[config.mk]
export PLATFORM = sky130hd
export DESIGN_NAME = subsys_top
export DESIGN_NICKNAME = d
export VERILOG_FILES = /design/src/hw/subsys_pkg.sv /design/src/hw/reg_bus_if.sv /design/src/hw/spi_target.sv /design/src/hw/reg_file.sv /design/src/hw/servo_pwm.sv /design/src/hw/subsys_top.sv
export VERILOG_INCLUDE_DIRS = /design/src /design/src/hw
export SDC_FILE = /design/constraint.sdc
export NUM_CORES = 1
export LEC_CHECK = 0
export BUFFER_PORTS_ARGS = -buffer_cell sky130_fd_sc_hd__buf_2
export CORE_MARGIN = 2
export CORE_UTILIZATION = 40
export DETAILED_ROUTE_END_ITERATION = 8
export GPL_ROUTABILITY_DRIVEN = 0
export PLACE_DENSITY = 0.57
export SLEW_MARGIN = 15
export SYNTH_ARGS = -nofsm -noshare
export SYNTH_HDL_FRONTEND = slang
export SYNTH_HIERARCHICAL = 1
export SYNTH_SLANG_ARGS = --single-unit
[constraint.sdc]
create_clock -name clock -period 2.17 [get_ports clock]
set_input_delay 0.217 -clock clock [delete_from_list [all_inputs] [get_ports clock]]
set_output_delay 0.217 -clock clock [all_outputs]
set_load 0.02 [all_outputs]
[src/hw/subsys_macros.svh]
// Subsystem constants: bus widths, servo channel count,
// ID register value and PWM step divider

`ifndef SUBSYS_MACROS_SVH
`define SUBSYS_MACROS_SVH

// Register bus
`define SUBSYS_ADDR_W   6       // Register address bits
`define SUBSYS_DATA_W   8       // Register data bits

// Servo PWM
`define SUBSYS_SERVO_N  4       // Arm servo channels
`define SUBSYS_PWM_DIV  4       // Clocks per PWM step, 256 steps per period

// Identification
`define SUBSYS_ID       8'hB5   // Fixed value of the ID register

`endif

[src/hw/subsys_pkg.sv]
// Register bus types and the register map of the control subsystem

`include "subsys_macros.svh"

package subsys_pkg;

    typedef logic [`SUBSYS_ADDR_W-1:0] reg_addr_t;     // Register address
    typedef logic [`SUBSYS_DATA_W-1:0] reg_data_t;     // Register data byte

    ////////////////////////////////////////////////////////////
    // Register map
    ////////////////////////////////////////////////////////////
    typedef enum reg_addr_t {
        REG_ID         = 'h00,  // Read only, fixed ID
        REG_SERVO_EN   = 'h01,  // Bits 3:0 servo channel enables
        REG_LED        = 'h02,  // Test mode and LED test values
        REG_SCRATCH    = 'h03,  // Free scratch byte
        REG_SERVO_POS0 = 'h04,  // Servo 0 position
        REG_SERVO_POS1 = 'h05,  // Servo 1 position
        REG_SERVO_POS2 = 'h06,  // Servo 2 position
        REG_SERVO_POS3 = 'h07,  // Servo 3 position
        REG_FAULT      = 'h08   // Read only, sampled faults
    } reg_index_e;

endpackage

[src/hw/reg_bus_if.sv]
// Register bus between the SPI target and the register file

`timescale 1ns/1ps

interface reg_bus_if
    import subsys_pkg::*;
();

    reg_addr_t address;     // Register address, valid with either strobe
    logic      write_en;    // One cycle write strobe
    reg_data_t wr_data;     // Write data
    logic      read_en;     // One cycle read strobe
    reg_data_t rd_data;     // Read data, valid the cycle after read_en

    // SPI side issues the strobes
    modport host   (output address, write_en, wr_data, read_en, input rd_data);

    // Register file answers reads
    modport target (input address, write_en, wr_data, read_en, output rd_data);

endinterface

[src/hw/spi_target.sv]
// SPI mode 0 target, oversampled in the system clock domain,
// turning two-byte transactions into register bus strobes

`timescale 1ns/1ps

module spi_target
    import subsys_pkg::*;
(
    input  logic       clock,       // System clock
    input  logic       reset_n,     // Async reset, active low
    input  logic       spi_clock,   // SPI clock from the host
    input  logic       cs_n,        // Chip select, active low
    input  logic       mosi,        // Host to target data
    output logic       miso,        // Target to host data
    reg_bus_if.host    bus          // Register bus master side
);

    logic [2:0] sclk_sync;          // Two sync stages plus edge history
    logic [1:0] cs_sync;
    logic [1:0] mosi_sync;
    logic       sclk_rise, sclk_fall;
    logic       cs_s, mosi_s;
    logic [4:0] bit_cnt;            // Rising edges seen, stops at 16
    logic [6:0] rx_shift;           // Bits received so far in this byte
    logic [7:0] rx_byte;            // Byte completed by the current bit
    logic       byte0_done, byte1_done;
    logic       cmd_write;          // Command bit 7
    reg_addr_t  cmd_addr;           // Command bits 5:0
    reg_data_t  wr_byte;
    logic [1:0] cmd_pipe, data_pipe;
    logic       read_q, write_q;
    logic       rd_load;            // rd_data is valid this cycle
    reg_data_t  tx_shift, tx_next;
    logic       miso_q;

    ////////////////////////////////////////////////////////////
    // Pin synchronizers and edge detect
    ////////////////////////////////////////////////////////////
    always_ff @(posedge clock or negedge reset_n) begin
        if (!reset_n) begin
            sclk_sync <= '0;
            cs_sync   <= 2'b11;     // Deselected
            mosi_sync <= '0;
        end else begin
            sclk_sync <= {sclk_sync[1:0], spi_clock};
            cs_sync   <= {cs_sync[0], cs_n};
            mosi_sync <= {mosi_sync[0], mosi};
        end
    end

    assign sclk_rise  = sclk_sync[1] & ~sclk_sync[2];
    assign sclk_fall  = ~sclk_sync[1] & sclk_sync[2];
    assign cs_s       = cs_sync[1];
    assign mosi_s     = mosi_sync[1];
    assign rx_byte    = {rx_shift, mosi_s};
    assign byte0_done = ~cs_s & sclk_rise & (bit_cnt == 5'd7);     // Bit 8 edge
    assign byte1_done = ~cs_s & sclk_rise & (bit_cnt == 5'd15);    // Bit 16 edge

    always_ff @(posedge clock) begin
        if (sclk_rise)
            rx_shift <= rx_byte[6:0];                   // MSB first
    end

    ////////////////////////////////////////////////////////////
    // Bit counter, command decode and bus strobes
    ////////////////////////////////////////////////////////////
    always_ff @(posedge clock or negedge reset_n) begin
        if (!reset_n) begin
            bit_cnt   <= '0;
            cmd_write <= 1'b0;
            cmd_addr  <= '0;
            wr_byte   <= '0;
            cmd_pipe  <= '0;
            data_pipe <= '0;
            read_q    <= 1'b0;
            write_q   <= 1'b0;
        end else begin
            cmd_pipe  <= {cmd_pipe[0], byte0_done};
            data_pipe <= {data_pipe[0], byte1_done};
            read_q    <= cmd_pipe[1] & ~cmd_write;      // 3 cycles after bit 8
            write_q   <= data_pipe[1] & cmd_write;      // 3 cycles after bit 16
            if (cs_s)
                bit_cnt <= '0;                          // Abort or idle
            else if (sclk_rise && bit_cnt != 5'd16)
                bit_cnt <= bit_cnt + 5'd1;
            if (byte0_done) begin
                cmd_write <= rx_byte[7];
                cmd_addr  <= rx_byte[5:0];              // Bit 6 ignored
            end
            if (byte1_done)
                wr_byte <= rx_byte;
        end
    end

    assign bus.address  = cmd_addr;
    assign bus.wr_data  = wr_byte;
    assign bus.read_en  = read_q;
    assign bus.write_en = write_q;

    ////////////////////////////////////////////////////////////
    // Read data shifter
    ////////////////////////////////////////////////////////////
    assign tx_next = rd_load ? bus.rd_data : tx_shift;  // Fresh byte wins

    always_ff @(posedge clock or negedge reset_n) begin
        if (!reset_n) begin
            rd_load  <= 1'b0;
            tx_shift <= '0;
            miso_q   <= 1'b0;
        end else if (cs_s) begin
            rd_load  <= 1'b0;
            tx_shift <= '0;
            miso_q   <= 1'b0;
        end else begin
            rd_load <= read_q;
            if (sclk_fall) begin
                miso_q   <= tx_next[7];                 // Next bit on falling edge
                tx_shift <= {tx_next[6:0], 1'b0};
            end else begin
                tx_shift <= tx_next;
            end
        end
    end

    assign miso = miso_q & ~cs_n;                       // Quiet while deselected

endmodule

[src/hw/reg_file.sv]
// Register file: configuration storage, address decode, read data,
// fault input sampling and the status LED multiplexer

`timescale 1ns/1ps
`include "subsys_macros.svh"

module reg_file
    import subsys_pkg::*;
(
    input  logic                       clock,       // System clock
    input  logic                       reset_n,     // Async reset, active low
    reg_bus_if.target                  bus,         // Register bus slave side
    input  logic [3:0]                 sr_fault,    // Motor fault inputs
    output logic [`SUBSYS_SERVO_N-1:0] servo_en,    // Servo channel enables
    output reg_data_t                  servo_pos [`SUBSYS_SERVO_N],
    output logic                       status_fault,
    output logic                       status_pi,
    output logic                       status_ps4,
    output logic                       status_debug
);

    reg_data_t  en_reg;             // REG_SERVO_EN
    reg_data_t  led_reg;            // REG_LED
    reg_data_t  scratch_reg;        // REG_SCRATCH
    logic [3:0] fault_meta;
    logic [3:0] fault_s;            // Synchronized faults
    reg_data_t  rd_next;
    reg_data_t  rd_q;

    ////////////////////////////////////////////////////////////
    // Register writes
    ////////////////////////////////////////////////////////////
    always_ff @(posedge clock or negedge reset_n) begin
        if (!reset_n) begin
            en_reg      <= '0;
            led_reg     <= '0;
            scratch_reg <= '0;
            servo_pos   <= '{default: '0};
        end else if (bus.write_en) begin
            case (bus.address)
                REG_SERVO_EN:   en_reg       <= bus.wr_data;
                REG_LED:        led_reg      <= bus.wr_data;
                REG_SCRATCH:    scratch_reg  <= bus.wr_data;
                REG_SERVO_POS0: servo_pos[0] <= bus.wr_data;
                REG_SERVO_POS1: servo_pos[1] <= bus.wr_data;
                REG_SERVO_POS2: servo_pos[2] <= bus.wr_data;
                REG_SERVO_POS3: servo_pos[3] <= bus.wr_data;
                default: ;                      // ID, fault and unmapped
            endcase
        end
    end

    // Fault inputs come straight from the motor drivers
    always_ff @(posedge clock or negedge reset_n) begin
        if (!reset_n) begin
            fault_meta <= '0;
            fault_s    <= '0;
        end else begin
            fault_meta <= sr_fault;
            fault_s    <= fault_meta;
        end
    end

    ////////////////////////////////////////////////////////////
    // Read decode
    ////////////////////////////////////////////////////////////
    always_comb begin
        case (bus.address)
            REG_ID:         rd_next = `SUBSYS_ID;
            REG_SERVO_EN:   rd_next = en_reg;
            REG_LED:        rd_next = led_reg;
            REG_SCRATCH:    rd_next = scratch_reg;
            REG_SERVO_POS0: rd_next = servo_pos[0];
            REG_SERVO_POS1: rd_next = servo_pos[1];
            REG_SERVO_POS2: rd_next = servo_pos[2];
            REG_SERVO_POS3: rd_next = servo_pos[3];
            REG_FAULT:      rd_next = reg_data_t'(fault_s);
            default:        rd_next = '0;           // Unmapped reads 0
        endcase
    end

    always_ff @(posedge clock or negedge reset_n) begin
        if (!reset_n)
            rd_q <= '0;
        else if (bus.read_en)
            rd_q <= rd_next;                        // Held until the next read
    end

    assign bus.rd_data = rd_q;
    assign servo_en    = en_reg[`SUBSYS_SERVO_N-1:0];

    // LED mux, bit 0 of REG_LED selects test mode
    assign status_fault = led_reg[0] ? led_reg[1] : |fault_s;
    assign status_pi    = led_reg[0] ? 1'b1       : led_reg[2];
    assign status_ps4   = led_reg[0] ? 1'b1       : led_reg[3];
    assign status_debug = led_reg[0] ? led_reg[4] : 1'b1;

endmodule

[src/hw/servo_pwm.sv]
// Four-channel servo PWM, shared step prescaler and 256-step period,
// settings applied at each period start

`timescale 1ns/1ps
`include "subsys_macros.svh"

module servo_pwm
    import subsys_pkg::*;
(
    input  logic                       clock,       // System clock
    input  logic                       reset_n,     // Async reset, active low
    input  logic [`SUBSYS_SERVO_N-1:0] servo_en,    // Channel enables
    input  reg_data_t                  servo_pos [`SUBSYS_SERVO_N],
    output logic [`SUBSYS_SERVO_N-1:0] servo_out    // PWM outputs
);

    localparam int PRESC_W = $clog2(`SUBSYS_PWM_DIV);

    logic [PRESC_W-1:0]        presc;           // Clocks within a step
    logic                      step_tick;
    logic [7:0]                step_cnt;        // Step within the period
    logic                      wrap;            // Last clock of the period
    logic [`SUBSYS_SERVO_N-1:0] en_q;           // Enables for this period
    reg_data_t                 pos_q [`SUBSYS_SERVO_N];

    assign step_tick = (presc == PRESC_W'(`SUBSYS_PWM_DIV - 1));
    assign wrap      = step_tick && (step_cnt == 8'hFF);

    ////////////////////////////////////////////////////////////
    // Prescaler and period counter
    ////////////////////////////////////////////////////////////
    always_ff @(posedge clock or negedge reset_n) begin
        if (!reset_n) begin
            presc    <= '0;
            step_cnt <= '0;
        end else begin
            presc <= step_tick ? '0 : presc + 1'b1;
            if (step_tick)
                step_cnt <= step_cnt + 8'd1;    // Wraps at 256
        end
    end

    ////////////////////////////////////////////////////////////
    // Per channel latch and compare
    ////////////////////////////////////////////////////////////
    always_ff @(posedge clock or negedge reset_n) begin
        if (!reset_n) begin
            en_q      <= '0;
            pos_q     <= '{default: '0};
            servo_out <= '0;
        end else begin
            for (int i = 0; i < `SUBSYS_SERVO_N; i++) begin
                if (wrap) begin
                    en_q[i]  <= servo_en[i];    // New values at period start
                    pos_q[i] <= servo_pos[i];
                end
                servo_out[i] <= en_q[i] && (step_cnt < pos_q[i]);
            end
        end
    end

endmodule

[src/hw/subsys_top.sv]
// Control subsystem top: SPI target, register file and servo PWM
// joined by the register bus

`timescale 1ns/1ps
`include "subsys_macros.svh"

module subsys_top
    import subsys_pkg::*;
(
    input  logic       clock,           // System clock
    input  logic       reset_n,         // Async reset, active low
    input  logic       spi_clock,       // SPI clock
    input  logic       cs_n,            // SPI chip select
    input  logic       mosi,            // SPI data in
    output logic       miso,            // SPI data out
    input  logic [3:0] sr_fault,        // Motor fault inputs
    output logic [3:0] servo_pwm,       // Arm servo PWM outputs
    output logic       status_fault,    // Fault LED
    output logic       status_pi,       // Host link LED
    output logic       status_ps4,      // Controller link LED
    output logic       status_debug     // Debug LED
);

    logic [`SUBSYS_SERVO_N-1:0] servo_en;
    reg_data_t                  servo_pos [`SUBSYS_SERVO_N];

    reg_bus_if u_bus ();

    ////////////////////////////////////////////////////////////
    // Blocks
    ////////////////////////////////////////////////////////////
    spi_target u_spi (
        .clock      (clock),
        .reset_n    (reset_n),
        .spi_clock  (spi_clock),
        .cs_n       (cs_n),
        .mosi       (mosi),
        .miso       (miso),
        .bus        (u_bus.host)
    );

    reg_file u_regs (
        .clock          (clock),
        .reset_n        (reset_n),
        .bus            (u_bus.target),
        .sr_fault       (sr_fault),
        .servo_en       (servo_en),
        .servo_pos      (servo_pos),
        .status_fault   (status_fault),
        .status_pi      (status_pi),
        .status_ps4     (status_ps4),
        .status_debug   (status_debug)
    );

    servo_pwm u_servo_pwm (
        .clock      (clock),
        .reset_n    (reset_n),
        .servo_en   (servo_en),
        .servo_pos  (servo_pos),
        .servo_out  (servo_pwm)         // Channel i to arm servo i
    );

endmodule

==> qor.csv <==
metric;value;unit
synth_area_per_cell;13.97;um^2
die_h;144.2;um
fin_util;46.09;%
dp_slack;0.1377;ns
grt_use_total;17.81;%
grt_pass1_wl;27.70;mm
avgViaCountPerCell;5.272;
clock_path_buffers;2;
overflow;0;
crit_fanout;8;
synth_edf_count;7;
power.density;715.2;mW/mm^2
clock_latency;0.42;ns
hold_ws;0.3362;ns
final_cell_count_no_fill;878;
fin_setup_tns;0;ns
fin_ws;0.1509;ns
final-hold-violation-count;0;
timing.rr.start;u_spi/bus.address[3];
power_leakage;4.176;nW
async_flop_share;95.93;%
rows;51;
r2r_cells;4;
synthXorXnorAreaFrac;0.7798;%
status;finished, final reports clean;
syn2layout_area_growth;13.72;%
fmax;0.4953;GHz
die_width;144.2;um
grt_pass1_vias;4909;
synth-compound-area-share;6.540;%
cp-endpoint;u_regs/servo_pos[29];
initialDrtViolationCount;255;
cts_tree;built;
ff_latch_area;0.004342;mm^2
maxCapViolations;0;
finalClockSkew;0.008512;ns
multi_input_area;0.003207;mm^2
synthMuxAreaShare;20.48;%
fin_nets;642;
rsz0062_at_grt;no;
hp-class;in2async;
r2r_slack;0.15;ns
setup_violations;0;
placed_area;0.008273;mm^2
htree_levels;4;
dp_cells;838;
die_area;0.02079;mm^2
required;2.47;ns
critPathLaunch;u_spi/bus.address[3];
ys_seq_area_share;55.22;%
period_needed;2.019;ns
yosys.area_share.simple;7.702;%
finalPower;6.394;mW
initial_utilization;40.53;%
synth_cell_types;62;
cts.clk_slew.worst_paths;0.07;ns
synth_nets;605;
io_buffers;17;
synth_cells;563;
ys_warn_count;6;
synth_top_family_by_area;multiplexers;
post_cts_buffers;0;
core-area;0.01940;mm^2
synth_fa_ha_area_share;5.251;%
ys_ff_latch;172;
synthFlopType;dfrtp_1;
final_cell_area;0.008941;mm^2
path_class;reg2reg;
dr.pass1.iters;4;
worst_slew_pin_slew;0.5827;ns
fill_cells;1780;
ir_worst_vdd;0.5207;mV
r2r-end;u_regs/servo_pos[29];
syn-cell-area;0.007863;mm^2
drv_slew;0;
antenna_found_initial;0;
end_kind;register;
diodes;0;
wire_per_inst;19.24;um
ios;18;
wl;16.89;mm
drive_above_1_share;31.97;%
grt_max_degree;61;
postRouteAntennaNets;0;
clock_sinks;172;
place_hpwl;12.16;mm
worstPathArrival;2.32;ns
drc;0;
crit_path_start_kind;register;
post-route-period-util;93.05;%
via_count;4629;
numCtsBuffers;17;
cts-root-buf;clkbuf_16;
max_slew_margin;61.15;%
reg_top3;u_regs/servo_pos x32, u_servo_pwm/pos_q x32;
==> timing repair <==
item	4_1_cts	5_1_grt
hold buffers	8	0
setup endpoints to repair	0	7
endpoints found under the hold margin	63	0
gates resized for setup	0	1
==> cell usage after synthesis, types with 5 or more instances <==
cell type	instances	area, um^2
a21o_1	5	37.54
a21oi_1	7	35.03
a221oi_1	6	52.55
buf_2	7	35.03
clkbuf_1	5	18.77
dfrtp_1	163	4079
edfxtp_1	7	210.2
ha_1	33	412.9
inv_1	41	153.9
mux2_2	75	844.6
mux2_4	37	555.5
mux2i_1	12	120.1
nand2_1	14	52.55
nand2b_1	9	56.30
nand3_1	8	40.04
nor2_1	13	48.80
nor2b_1	7	43.79
o211ai_1	7	52.55
o21ai_0	7	35.03
o22ai_1	10	62.56
==> cell families after synthesis <==
| logic type | after synthesis |
|---|---|
| and+or+nand+nor | 91 |
| AOI/OAI and AO/OA | 69 |
| muxes | 128 |
| buffers and inverters | 63 |
| xor gates and xnor gates | 7 |
| DFF | 172 |
| adders and majority gates | 33 |
==> critical path, cell delays in order (launching register included) <==
cell	delay [ns]
dfrtp_1	0.52
nor4b_4	0.46
nor3b_4	0.37
nand2_2	0.21
mux2_2	0.32
==> how the worst min path moves through the flow <==
stage	endpoint	slack, ns	cells past startpoint
6_report	u_servo_pwm/presc[0]	0.34	2
5_1_grt	u_spi/sclk_sync[1]	0.36	0
4_1_cts	u_spi/sclk_sync[1]	0.35	0
3_5_place_dp	u_servo_pwm/presc[0]	0.25	1
3_3_place_gp	u_servo_pwm/presc[0]	0.24	1
2_1_floorplan	u_regs/bus.rd_data[0]	-0.08	0
==> layer usage <==
| metal | global-route usage, % | vias to the layer above | wire length [um] |
|---|---|---|---|
| met1 | 24.26 | 2384 | 7877 |
| met5 | 0 | - | 0 |
| met2 | 28.80 | 95 | 8213 |
| li1 | - | 2127 | - |
| met3 | 3.709 | 23 | 521 |
| met4 | 5.468 | 0 | 280 |
==> cell usage in the layout (no fill, tap or decap), types with 5 or more instances in the layout <==
cell / count
o22ai_1: 10
nor2b_1: 7
clkinvlp_4: 5
inv_1: 41
dfrtp_1: 163
nand2b_1: 9
nand2_1: 13
o21ai_0: 7
clkbuf_16: 17
ha_1: 33
a21o_1: 5
mux2_2: 75
nand3_1: 8
mux2i_1: 12
a221oi_1: 6
dlygate4sd3_1: 8
buf_4: 12
buf_2: 16
inv_6: 5
o211ai_1: 7
mux2_4: 37
nor2_1: 13
edfxtp_1: 7
a21oi_1: 7
==> power breakdown <==
| group | total, mW | internal, mW | switching, mW |
|---|---|---|---|
| Combinational | 0.121 | 0.0385 | 0.0824 |
| Clock | 3.01 | 1.71 | 1.30 |
| Sequential | 3.27 | 3.25 | 0.0185 |
==> area by class of cell <==
class	count	area share, %
inverters	41	1.721
well taps	265	3.708
clock buffers	17	4.758
multi-input cells	328	35.87
clock inverters	15	1.791
repair buffers	40	3.596
flip-flops and latches	172	48.56
Power figures use the tool's default switching activity.
